<file path="src/source/pipe_defines.svh">
// build-time sizes only; PIPE_DMEM_DEPTH must stay a power of two for the word index
`ifndef PIPE_DEFINES_SVH
`define PIPE_DEFINES_SVH

// ==================================================
// datapath
// ==================================================

// data and address width
`define PIPE_DATA_W 32

// register address width, gives 32 registers
`define PIPE_REG_ADDR_W 5

// ==================================================
// data memory
// ==================================================

// depth in 32-bit words, indexed by address bits above the byte offset
`define PIPE_DMEM_DEPTH 64

`endif

</file>
<file path="src/source/reg_file.sv">
// register 0 reads zero; a write in the same cycle is bypassed to both read ports
`timescale 1ns/1ps
`include "pipe_defines.svh"

module reg_file (
	input  logic                        clk,
	input  logic                        arst_n,
	input  logic [`PIPE_REG_ADDR_W-1:0] rs_addr,
	input  logic [`PIPE_REG_ADDR_W-1:0] rt_addr,
	output logic [`PIPE_DATA_W-1:0]     rs_data,
	output logic [`PIPE_DATA_W-1:0]     rt_data,
	input  logic                        wr_en,
	input  logic [`PIPE_REG_ADDR_W-1:0] wr_addr,
	input  logic [`PIPE_DATA_W-1:0]     wr_data
);

	localparam int NUM_REGS = 1 << `PIPE_REG_ADDR_W;

	logic [`PIPE_DATA_W-1:0] regs [NUM_REGS];

	// zero register first, then bypass, then storage
	function automatic logic [`PIPE_DATA_W-1:0] read_port(
		input logic [`PIPE_REG_ADDR_W-1:0] addr);
		if (addr == '0)
			return '0;
		else if (wr_en && wr_addr == addr)
			return wr_data;
		else
			return regs[addr];
	endfunction

	assign rs_data = read_port(rs_addr);
	assign rt_data = read_port(rt_addr);

	always_ff @(posedge clk or negedge arst_n) begin
		if (!arst_n) begin
			for (int i = 0; i < NUM_REGS; i++) begin
				regs[i] <= '0;
			end
		end else if (wr_en && wr_addr != '0) begin
			regs[wr_addr] <= wr_data;
		end
	end

	// a write aimed at register 0 leaves it zero
	a_reg0_zero: assert property (@(posedge clk) disable iff (!arst_n)
		wr_en && wr_addr == '0 |=> regs[0] == '0);

endmodule

</file>
<file path="config.mk">
export PLATFORM = sky130hd
export DESIGN_NAME = reg_file
export DESIGN_NICKNAME = d
export VERILOG_FILES = /design/src/source/reg_file.sv
export VERILOG_INCLUDE_DIRS = /design/src /design/src/source
export SDC_FILE = /design/constraint.sdc
export NUM_CORES = 2
export LEC_CHECK = 0
export BUFFER_PORTS_ARGS = -buffer_cell sky130_fd_sc_hd__buf_2
export CAP_MARGIN = 30
export CORE_AREA = 2 2 474 476
export DETAILED_ROUTE_END_ITERATION = 6
export DIE_AREA = 0 0 476 478
export PLACE_DENSITY = 0.43
export SYNTH_ARGS = -nofsm -noshare
export SYNTH_HDL_FRONTEND = slang
export SYNTH_SLANG_ARGS = --single-unit
</file>
<file path="constraint.sdc">
create_clock -name clk -period 3.8 [get_ports clk]
set_input_delay 0.38 -clock clk [delete_from_list [all_inputs] [get_ports clk]]
set_output_delay 0.38 -clock clk [all_outputs]
set_load 0.02 [all_outputs]
</file>
# Yosys cells after proc, flatten, opt, wreduce, memory -nomap -nowiden
# Cells that the tools add are included.
dict set report word_totals {
  register_bits 1024
  elab_cells 61
}
dict set report op_classes {
  bitwise 3
  eq_ne 2
  reduce_logical 7
  n_mux 13
  magnitude_cmp 4
}
# operator count
set op_table {}
lappend op_table {{bitwise mux 1024 bit} 1}
lappend op_table {{binary-select mux 32 bit (select 5 bit)} 2}
lappend op_table {{two-way mux 32 bit} 9}
lappend op_table {{demux 32 bit (select 5 bit)} 1}
lappend op_table {{>= comparator 6 bit (second input constant)} 3}
lappend op_table {{NOT 5 -> 6 bit} 3}
lappend op_table {{== test 5 bit} 2}
lappend op_table {{zero test 5 bit} 2}
lappend op_table {{less-than comparator 6 x 1 -> 1 bit (second input constant)} 1}
lappend op_table {{nonzero test 5 bit} 1}
lappend op_table {{logical AND 1 bit} 4}

# Longest topological paths before layout
dict set report depth {
  ltp_word 6
  depth_mapped 9
  mapped_depth_nobuf 5
}

# Least setup slack after synthesis
# No wires, ideal clock.
dict set report synth_timing {
  path_kind {input to output}
  from {input rt_addr[4]}
  to {output rt_data[5]}
  required_ps 3420
  cell_stages 8
  slack_ps 1369
  t_arrival_ps 2051
  cell_sequence {buf_2 > buf_2 > nor2_2 > clkbuf_1 > a22oi_1 > a21oi_1 > a21oi_1 > o21ai_0}
}
dict set report synth_between {
  elab_chain_len 6
}
# element line
set synth_lines {}
lappend synth_lines {{start: declaration} reg_file.sv:9} ;# input logic [`PIPE_REG_ADDR_W-1:0] rt_addr,
lappend synth_lines {{NOT 5 -> 6 bit (implied by the code)} reg_file.sv:29} ;# return regs[addr];
lappend synth_lines {{binary-select mux 32 bit (select 5 bit)} reg_file.sv:29}
lappend synth_lines {{two-way mux 32 bit (implied by the code) (2 in a row)} reg_file.sv:29}
lappend synth_lines {{two-way mux 32 bit} reg_file.sv:26} ;# else if (wr_en && wr_addr == addr)
lappend synth_lines {{two-way mux 32 bit (*)} reg_file.sv:24} ;# if (addr == '0)
lappend synth_lines {{end: declaration} reg_file.sv:11} ;# output logic [`PIPE_DATA_W-1:0] rt_data,
# Mark *: on every way between the ends. The rest lies on a longest branch, timed or not. The select of a mux whose other input is x is not followed.

# Worst setup path in the final report
dict set report layout_timing {
  from {input rt_addr[4]}
  to {output rt_data[28]}
}
# The elaborated chain is that of the path after synthesis.

==> impl_metrics.json <==
{
  "ys_async_sr_fraction_pct": 100,
  "largest_register_ff_count": 1024,
  "period_needed_ps": 3500,
  "ys_ff_latch": 1024,
  "rsz0062_at_grt": "false",
  "power_density_mw_per_mm2": 521,
  "drive_gt1_share_pct": 52.2,
  "top_layer": "met5",
  "ys_seq_area_share_pct": 46.2,
  "place_hpwl_um": 144000,
  "utilization_pct": 28.9,
  "crit_path_start_kind": "input port",
  "clock_path_buffers": 3,
  "drt_iter0_drc": 2897,
  "slew_violations": 0,
  "initial_core_util_pct": 24.8,
  "gp_congestion": 0.803,
  "finalNetCount": 3878,
  "area_growth_pct": 16.4,
  "post_cts_resized": 0,
  "grtUsageTotal_pct": 19.7,
  "setup_tns_ps": 0,
  "antenna_found_initial": 18,
  "cts.clk_slew.worst_paths_ps": 60,
  "root_buffer": "clkbuf_16",
  "syn_nets": 3847,
  "grt_pass1_vias": 37700,
  "yosysWarnings": 0,
  "max_stage_delay_ps": 490,
  "syn_area_per_cell_um2": 14.6,
  "port_buffers": 113,
  "grt_pass1_wl_um": 317000,
  "die_width_um": 476,
  "drc_errors": 0,
  "rrSetupSlack_ps": 2970,
  "setup.worst_path.class": "in -> out",
  "clock.fmax_mhz": 286,
  "cp_top_family": "buffers and inverters",
  "die-height_um": 478,
  "cts_setup_buffers": 0,
  "worstPathMaxFanout": 15,
  "wl_met3_um": 9550,
  "drtAntennaViolNets": 0,
  "numCtsBuffers": 120,
  "cts_tree": "yes",
  "hold_class": "in -> reg",
  "layout_commonest_cell": "mux2_2",
  "vias_per_cell": 5.25,
  "drt-wirelength-per-cell_um": 32.6,
  "finalSetupViolCount": 0,
  "synthTopCellsByArea": "dfrtp_1 (46%), mux2_2 (21%), mux4_2 (17%)",
  "required_ps": 3420,
  "synth_area_leader_cell": "dfrtp_1",
  "reg.largest.list": "regs: 1024 flops",
  "cp_cell_sequence": "buf_2, buf_4, or2_2, buf_4, o21ai_0, o22a_1, a21oi_1, buf_2",
  "cpMaxStageDelayCell": "a21oi_1",
  "routed_wl_um": 226000,
  "num_rows": 174,
  "top_register": "regs",
  "hold_viol_final": 0,
  "route.met2.wl_um": 108000,
  "cap_violations": 0,
  "syn_area_mm2": 0.0554,
  "io-pin-count": 114,
  "outcome": "complete, no violations",
  "setup_ws_ps": 299,
  "power_mw": 33.6,
  "slew_headroom_pct": 31.0,
  "worstPathArrival_ps": 3120,
  "wl_met1_um": 101000,
  "worstMarginPinSlew_ps": 1030,
  "grt.overflow.total": 0,
  "cts.sinks": 1024,
  "synth_edf_count": 0,
  "clk-insertion-delay-late_ps": 740,
  "synth_ff_type": "dfrtp_1",
  "vias": 36400,
  "die_area_mm2": 0.228,
  "pre_cts_ws_ps": 310,
  "p_leak_nw": 27.3,
  "fin_crit_sh_pct": 92.1,
  "synth.top_cell.area_share_pct": 46.2,
  "path_buf_inv": 4,
  "grt_max_degree": 108,
  "final_cell_mix": "mux2_2 (1028), dfrtp_1 (1024), mux4_2 (410)",
  "synth_cell_types": 59,
  "htreeDepth": 3,
  "drt_first_pass_iters": 6,
  "synth_cells": 3797,
  "finClkSkew_ps": 0,
  "ir_drop_mv": 0.376,
  "worst_setup_path_end_kind": "primary output",
  "coreArea_mm2": 0.223
}
## through the flow
stage / std cells / area [um^2] / hold WS, ps
CTS: 6922 / 64500 / 97.7
finish: 6932 / 64500 / 164
global placement: 6688 / 60200 / 376
detailed placement: 6697 / 60400 / 384
floorplan: 3797 / 55400 / 84.4
global route: 6925 / 64500 / 159
## area by class of cell
class | instances | area, um^2
Fill cell | 22500 | 159000
Multi-Input combinational cell | 2332 | 27800
Sequential cell | 1024 | 25600
Tap cell | 2992 | 3740
Clock buffer | 190 | 3590
Timing Repair Buffer | 348 | 3270
Clock inverter | 34 | 425
Antenna cell | 10 | 25.0
Inverter | 2 | 7.51
## power breakdown
part | switching, mW | total [mW] | leakage (nW) | internal [mW]
registers | 1.51 | 14.5 | 13.1 | 13.0
clock network | 4.99 | 12.0 | 1.98 | 6.98
logic | 3.21 | 7.13 | 12.2 | 3.92
total | 9.71 | 33.6 | 27.3 | 23.9
## metal layers
metal,global-route usage (%),up-vias
li1,-,14800
met4,5.96,2
met3,2.36,275
met5,0,-
met1,27.2,20300
met2,32.0,959
## final timing paths
kind | end | depth (start not counted) | from
min in group asynchronous | regs[720]$_DFFE_PN0P_ | 2 | arst_n
min | regs[458]$_DFFE_PN0P_ | 2 | wr_data[10]
min reg2reg | regs[1003]$_DFFE_PN0P_ | 0 | regs[1003]$_DFFE_PN0P_
max reg2reg | regs[716]$_DFFE_PN0P_ | 1 | regs[716]$_DFFE_PN0P_
max in group asynchronous | regs[579]$_DFFE_PN0P_ | 3 | arst_n
max | rt_data[28] | 8 | rt_addr[4]
## Yosys cell counts (42+ instances only)
cell	count
dfrtp_1	1024
mux2_2	1028
buf_2	118
a22oi_1	104
mux2i_1	226
mux4_2	410
buf_4	42
buf_1	48
o22ai_1	53
clkbuf_1	190
nor2_1	55
a21oi_1	56
o21ai_0	51
nand2_1	71
## logic make-up after synthesis
family                 Yosys count  share of synthesized area (%)
flip-flops                    1024                           46.2
XOR/XNOR                        10                          0.158
AO/OA/AOI/OAI                  447                           5.99
AND/OR/NAND/NOR                211                           1.84
multiplexers                  1664                           41.6
buffers and inverters          441                           4.13
## timing repair
action,4_1_cts,5_1_grt
setup endpoints to repair,0,0
endpoints found under the hold margin,40,0
hold buffers,1,0
No activity file was read; power rests on OpenSTA's default activity.
