==> config.mk <==
export PLATFORM = sky130hd
export DESIGN_NAME = stage_mem_wb
export DESIGN_NICKNAME = d
export VERILOG_FILES = /design/src/source/pipe_pkg.sv /design/src/source/stage_mem_wb.sv
export VERILOG_INCLUDE_DIRS = /design/src /design/src/source
export SDC_FILE = /design/constraint.sdc
export NUM_CORES = 2
export LEC_CHECK = 0
export ABC_AREA = 1
export BUFFER_PORTS_ARGS = -buffer_cell sky130_fd_sc_hd__buf_2
export CORE_MARGIN = 4
export CORE_UTILIZATION = 45
export CTS_CLUSTER_DIAMETER = 30
export DETAILED_ROUTE_END_ITERATION = 12
export GPL_ROUTABILITY_DRIVEN = 0
export GPL_TIMING_DRIVEN = 0
export PLACE_DENSITY = 0.58
export SLEW_MARGIN = 20
export SYNTH_ARGS = -nofsm -noshare
export SYNTH_HDL_FRONTEND = slang
export SYNTH_SLANG_ARGS = --single-unit
==> constraint.sdc <==
create_clock -name clk -period 2.2 [get_ports clk]
set_input_delay 0.44 -clock clk [delete_from_list [all_inputs] [get_ports clk]]
set_output_delay 0.44 -clock clk [all_outputs]
set_load 0.05 [all_outputs]
==> src/source/pipe_defines.svh <==
// build-time sizes only; PIPE_DMEM_DEPTH must stay a power of two for the word index
`ifndef PIPE_DEFINES_SVH
`define PIPE_DEFINES_SVH

// ==================================================
// datapath
// ==================================================

// data and address width
`define PIPE_DATA_W 32

// register address width, gives 32 registers
`define PIPE_REG_ADDR_W 5

// ==================================================
// data memory
// ==================================================

// depth in 32-bit words, indexed by address bits above the byte offset
`define PIPE_DMEM_DEPTH 64

`endif

==> src/source/pipe_pkg.sv <==
// encodings are shared with the decoder; ALU codes 10 to 15 are reserved and trap
package pipe_pkg;

	// ==================================================
	// execute controls
	// ==================================================

	typedef enum logic [3:0] {
		ALU_ADD  = 4'd0,
		ALU_SUB  = 4'd1,
		ALU_AND  = 4'd2,
		ALU_OR   = 4'd3,
		ALU_XOR  = 4'd4,
		ALU_SLT  = 4'd5,
		ALU_SLL  = 4'd6,
		ALU_SRL  = 4'd7,
		ALU_LUI  = 4'd8,
		ALU_MULT = 4'd9
	} alu_op_t;

	// second ALU operand
	typedef enum logic {
		SRC_REG = 1'b0,
		SRC_IMM = 1'b1
	} alu_src_t;

	// condition tested on the ALU result
	typedef enum logic [1:0] {
		BR_NONE   = 2'd0,
		BR_EQZ    = 2'd1,
		BR_NEZ    = 2'd2,
		BR_UNCOND = 2'd3
	} branch_op_t;

	// ==================================================
	// memory and exceptions
	// ==================================================

	// word access only, code 3 unused
	typedef enum logic [1:0] {
		MEM_NONE = 2'd0,
		MEM_LW   = 2'd1,
		MEM_SW   = 2'd2
	} mem_op_t;

	typedef enum logic [2:0] {
		EXC_NONE    = 3'd0,
		EXC_SYSCALL = 3'd1,
		EXC_RI      = 3'd2,
		EXC_ADEL    = 3'd3,
		EXC_ADES    = 3'd4
	} exc_code_t;

endpackage

==> src/source/stage_mem_wb.sv <==
// word access only, index from address bits above the offset wraps modulo the depth
`timescale 1ns/1ps
`include "pipe_defines.svh"

module stage_mem_wb (
	input  logic                        clk,
	input  logic                        arst_n,
	input  logic                        stall,
	input  logic                        clear,

	// EX/MEM
	input  logic [`PIPE_DATA_W-1:0]     ex_alu_result,
	input  logic [`PIPE_REG_ADDR_W-1:0] ex_wb_addr,
	input  pipe_pkg::mem_op_t           ex_mem_op,
	input  logic [`PIPE_DATA_W-1:0]     ex_mem_data,
	input  pipe_pkg::exc_code_t         ex_exc_code,
	input  logic [`PIPE_DATA_W-1:0]     ex_pc,

	output logic                        wb_en,
	output logic [`PIPE_REG_ADDR_W-1:0] wb_addr,
	output logic [`PIPE_DATA_W-1:0]     wb_data,
	output logic                        exc_valid,
	output pipe_pkg::exc_code_t         exc_code,
	output logic [`PIPE_DATA_W-1:0]     exc_epc,
	output logic [`PIPE_DATA_W-1:0]     exc_badvaddr
);

	localparam int IDX_W = $clog2(`PIPE_DMEM_DEPTH);

	logic [`PIPE_DATA_W-1:0] dmem [`PIPE_DMEM_DEPTH];
	logic [IDX_W-1:0]        mem_idx;
	logic                    advance;
	logic                    misalign;
	logic                    is_load;
	logic                    is_store;
	logic                    wb_ok;
	pipe_pkg::exc_code_t     exc_next;

	// stall or clear keep this stage from retiring anything
	assign advance  = !stall && !clear;
	assign mem_idx  = ex_alu_result[IDX_W+1:2];
	assign misalign = (ex_alu_result[1:0] != 2'b00);
	assign is_load  = (ex_mem_op == pipe_pkg::MEM_LW);
	assign is_store = (ex_mem_op == pipe_pkg::MEM_SW);

	always_comb begin
		if (ex_exc_code != pipe_pkg::EXC_NONE)
			exc_next = ex_exc_code;
		else if (is_load && misalign)
			exc_next = pipe_pkg::EXC_ADEL;
		else if (is_store && misalign)
			exc_next = pipe_pkg::EXC_ADES;
		else
			exc_next = pipe_pkg::EXC_NONE;
	end

	assign wb_ok = (ex_wb_addr != '0) && (exc_next == pipe_pkg::EXC_NONE) && !is_store;

	always_ff @(posedge clk) begin
		if (advance && is_store && !misalign)
			dmem[mem_idx] <= ex_mem_data;
	end

	// one-cycle strobes
	always_ff @(posedge clk or negedge arst_n) begin
		if (!arst_n) begin
			wb_en     <= 1'b0;
			exc_valid <= 1'b0;
			exc_code  <= pipe_pkg::EXC_NONE;
		end else begin
			wb_en     <= advance && wb_ok;
			exc_valid <= advance && (exc_next != pipe_pkg::EXC_NONE);
			if (advance)
				exc_code <= exc_next;
		end
	end

	always_ff @(posedge clk) begin
		if (advance) begin
			wb_addr      <= ex_wb_addr;
			wb_data      <= is_load ? dmem[mem_idx] : ex_alu_result;
			exc_epc      <= ex_pc;
			exc_badvaddr <= ex_alu_result;
		end
	end

	a_wb_xor_exc: assert property (@(posedge clk) disable iff (!arst_n)
		!(wb_en && exc_valid));

endmodule

# Word level (Yosys, flattened, before mapping)
# Memories as Yosys holds them, arrays and structs flattened.
# Index checks and enable logic that the tools add are counted.
# totals
ff_bits,106
latch_bits,0
ramBits,2048
romBits,0
word_cells,34
memories,1
# mem_list
memory,words,word_bits,rd,rd_clocked_by_memory_dff,wr,line,source
dmem,64,32,1,0,1,stage_mem_wb.sv:30,logic [`PIPE_DATA_W-1:0] dmem [`PIPE_DMEM_DEPTH];
# op_classes
n_addsub,0
n_mul,0
div_mod_pow,0
n_lt_le_gt_ge,0
eq_ne,2
shift,0
mux,6
bitwise_logic,0
n_reduce_logical,18
# ops
cell,count
two-way mux 32 bit,1
logical AND 1 bit,9
two-way mux 3 bit,3
nonzero test 3 bit,2
nonzero test 5 bit,1
logical NOT 1 bit,4
logical NOT 3 bit,1
== test 2 x 1 -> 1 bit (second input constant),1
== test 2 bit (second input constant),1
two-way mux 1 bit,2
nonzero test 2 bit,1

# Logic depth before layout (Yosys ltp)
# depth
ltp_word,9
ltp_mapped,16

# Least setup slack after synthesis
# No wires, ideal clock.
# synth_path
path_type,input port to flip-flop
from,input stall
to,"memory dmem[12][0] (netlist name), enable pin"
setup_ps,421
arrival_ps,5901
slack_ps,-4122
path_stages,5
n_path_buf,0
cell_sequence,nor2_2 inv_1 nor4_4 nand3_1 nor2_1
# synth_between
elab_chain_len,6
# synth_lines
element,line,source
start: declaration,stage_mem_wb.sv:8,"input logic stall,"
logical NOT 1 bit,stage_mem_wb.sv:40,assign advance = !stall && !clear;
logical AND 1 bit,stage_mem_wb.sv:40,
logical AND 1 bit (2 in series),stage_mem_wb.sv:60,if (advance && is_store && !misalign)
two-way mux 1 bit,stage_mem_wb.sv:60,
two-way mux 1 bit (implied by the code),stage_mem_wb.sv:61,dmem[mem_idx] <= ex_mem_data;
end: declaration,stage_mem_wb.sv:30,
# No other way between the ends.

# Worst setup path after layout
# layout_path
from,input ex_alu_result[2]
to,"memory dmem[42][17] (netlist name), enable pin"
# layout_rtl
element,line,source
start: declaration,stage_mem_wb.sv:12,"input logic [`PIPE_DATA_W-1:0] ex_alu_result,"
# No word-level cell before the write port.

==> metrics list <==
- At the pin with the least slew margin, the transition time is 1.043 ns.
* Largest net degree at the start of global routing: 65
- Synth area leaders: edfxtp_1 72%, nand2_1 24%, buf_2 1.5%
- The netlist uses 29 different library cells.
- CTS placed an instance of clkbuf_16 at the clock tree root.
- The routed layout has 67,120 vias.
- Number of rows in the core area: 163
* VDD IR-drop max: 0.8404 mV
- The min-delay analysis places its worst path in the category in -> reg.
* Setup crit end kind: flop
* Count of buffers from port buffering: 215
- Xor/xnor cell area share of the yosys netlist: 0
- The detailed router finished its first iteration with 8,587 violations.
- Starting Density: 0.4539
- For this run, design rule violations remaining after detail routing come to 0.
- Part of the total power dissipated in combinational logic: 0.056
- Worst-path fanout max: 17
* Area growth from synthesis to final layout: 29.49%
- Sequential area share after synthesis: 0.7200
- Placed wire-length estimate: 204,200 µm
- Net switching power figure: 27.47 mW
- Hold Fails Final Rpt: 0
- Total clock sinks: 2,154
- Fill cells in the final layout number 16,158.
* Worst Path Buf+Inv: 8
* Switching power as a share of total power: 0.2257
- Path type of the worst setup path: in -> reg
- Of the total power, registers draw 0.374.
* Area share of the largest cell type after synthesis: 0.7186
- Number of setup violations in the final report: 67
- The average instance in the mapped netlist occupies 10.40 µm².
- Clock input transition at the sequential cells of the worst setup and hold paths: 0.05 ns
- Detailed-route wire length: 311,200 µm
- In this design, the largest share of critical-path delay is due to buffers and inverters.
- Between clock sinks in the finished design, the worst skew comes to 0.07615 ns.
- The number of antenna violations at the first check in global routing was 20.
* Crit path time final: 2.345 ns
* Power density of the placed cells: 1047 nW/µm²
- Area fraction in and, or, nand and nor cells after synthesis: 0.2494
- The internal portion of the total power is 94.24 mW.
- Setup repair after global routing missed its margin: true
* Design Area, Final: 116,300 µm²
* Post-Place Worst Slack: -2.440 ns
- Across all register-to-register paths, the minimum setup slack is -0.07 ns.
- Dividing the detail-routed wire length by the instance count gives 24.44 µm.
- TritonCTS built the clock tree.
- Across all setup checks in the final design, the least slack found is -0.1453 ns.
* Synthesized net count: 8,741
- The mapped netlist covers 89,800 µm².
- In this run the standard cell core region covers 197,800 µm².
* Final critical-path share of the clock period: 1.066
- Share of synthesized area spent on multiplexers: 0
* Clock insertion delay at the later pin of the skew report: 0.99 ns
- 1st-pass router iterations: 6
* Post-Route Utilization: 0.5878
* Via count of the first global-routing pass: 63,606
- Clock tree synthesis inserted a total of 460 buffers.
- Die span in x: 454.7 µm
- Number of nets in the layout: 9,812
- Worst slew margin relative to its limit: 0.3025
* Startpoint types: primary input
- In the final layout, the share of cells above drive strength 1 is 0.1726.
* Leakage power: 49.18 nW
* Worst hold slack after final layout: 0.03784 ns
* Max Buffers Root-to-Sink: 4
- Crit path cell chain: buf_2 -> buf_6 -> inv_4 -> buf_2 -> buf_2 -> nand2_1 -> inv_1 -> nand2_2 -> nor2_4 -> buf_16 -> buf_16
- For the worst setup path, the data required time is 2.88 ns.
- Post-detailed-placement cell area: 97,070 µm²
- For this run, the slowest stage of the critical path takes 0.45 ns.
- Complex-gate fraction of the synthesized area: 0.002689
* Run status: finished, violations left
* Aggregate negative setup slack: -3.135 ns
- Worst path slowest cell: nor2_4
* Arrival time worst endpoint: 3.03 ns
* Max-capacitance violation count: 0
- Cell count after synthesis: 8,631
- Among the stages of the critical path, the cell type that occurs most often is buf_2.
- The checks that failed: setup timing.
- Yosys warnings: 0
- Clock power share: 0.571
- Leading area contributor after synthesis: edfxtp_1
* Combined flip-flop and latch cell area: 64,660 µm²
- H-tree lvl count: 5
- Die boundary height: 454.7 µm
- Final Max Slew Viols: 0
* Total I/O pin count: 216
* Final ANT Viol Nets: 0
* Synth Register Bits: 2,154
* Global-route wire length before repair: 438,100 µm
- Total congestion overflow after global routing: 0
* Timing-limited maximum frequency: 426.4 MHz
* Main combinational cell family by area after synthesis: simple AND/OR/NAND/NOR gates
* Post-detailed-route via-to-cell ratio: 5.272
- Die area: 206,800 µm²
* Total area of multi-input combinational cells: 23,530 µm²
- Adder-Cell Fraction of Synth Area: 0
* All-layer global routing usage: 0.2950
==> layout make-up <==
type | count | share of cell area
flip-flops and latches | 2154 | 0.5560
multi-input cells | 5969 | 0.2024
clock buffers | 508 | 0.1011
repair buffers | 601 | 0.05567
clock inverters | 332 | 0.03367
well taps | 2640 | 0.02841
plain buffers | 423 | 0.01931
inverters | 93 | 0.003196
diodes | 11 | 0.0002367
==> synth_stat cells (all sizes together) <==
library cell,n
clkinv,2
edfxtp,2149
inv,91
o211ai,8
nor3,5
o21ai,15
nand2,5673
clkbuf,80
a31oi,1
buf,343
and3,1
a21oi,20
nand3,45
nor2,160
dfrtp,5
nor3b,2
or2,28
nand3b,1
nor4,2
==> final timing paths <==
path / to / cells after the start / startpoint
max: dmem[42][17] / 11 / ex_alu_result[2]
min: dmem[30][31] / 1 / ex_mem_data[31]
max reg2reg: wb_data[11] / 12 / dmem[23][11]
min reg2reg: exc_code[2] / 2 / exc_code[2]
max in group asynchronous: exc_code[1] / 3 / arst_n
min in group asynchronous: exc_code[0] / 3 / arst_n
==> what timing repair did <==
| action | CTS | global route |
|---|---|---|
| buffers inserted | 108 | 73 |
| cloned | 8 | 0 |
| setup endpoints to repair | 2081 | 1035 |
| hold buffers | 103 | 0 |
| endpoints found under the hold margin | 746 | 0 |
| resized for setup | 69 | 99 |
| pin swaps | 45 | 23 |
==> cells by family after synthesis <==
group / Yosys count
simple gates: 5917
flops: 2154
buf+inv: 516
compound gates: 44
==> registers in the layout (all words and copies together), names as in the netlist <==
register and flops:
exc_valid 1, exc_code 3, dmem 2048, exc_badvaddr 32, wb_data 32, wb_addr 5, wb_en 1, exc_epc 32
==> through the flow <==
stage	power [mW]	instances
after CTS	121.8	12647
after global routing	125.0	12724
after global placement	52.37	11486
after floorplan	49.45	8631
final	121.7	12731
after detailed placement	52.54	11588
==> power by group through the flow <==
stage / combinational (mW) / sequential (mW) / clock [mW]
5_1_grt: 7.22 / 45.4 / 72.3
3_3_place_gp: 6.13 / 46.2 / 0
3_5_place_dp: 6.34 / 46.2 / 0
2_1_floorplan: 2.80 / 46.7 / 0
6_report: 6.78 / 45.5 / 69.5
4_1_cts: 6.59 / 45.5 / 69.8
==> layer usage <==
layer | global-route usage | vias up | routed length (µm)
met1 | 0.3911 | 32165 | 119800
li1 | - | 30391 | -
met5 | 0 | - | 0
met3 | 0.07104 | 829 | 34000
met2 | 0.4539 | 3735 | 139400
met4 | 0.1529 | 0 | 17980
==> layout by cell type, fill, tap and decap left out, drive strengths merged, types with 15 or more instances in the layout <==
cell,instances
inv,105
dlygate4sd3,103
buf,826
clkinvlp,53
clkinv,190
a21oi,20
bufinv,77
nor2,168
clkbuf,603
or2,28
o21ai,15
nand2,5673
nand3,45
edfxtp,2149
(Power assumes the default switching activity.)
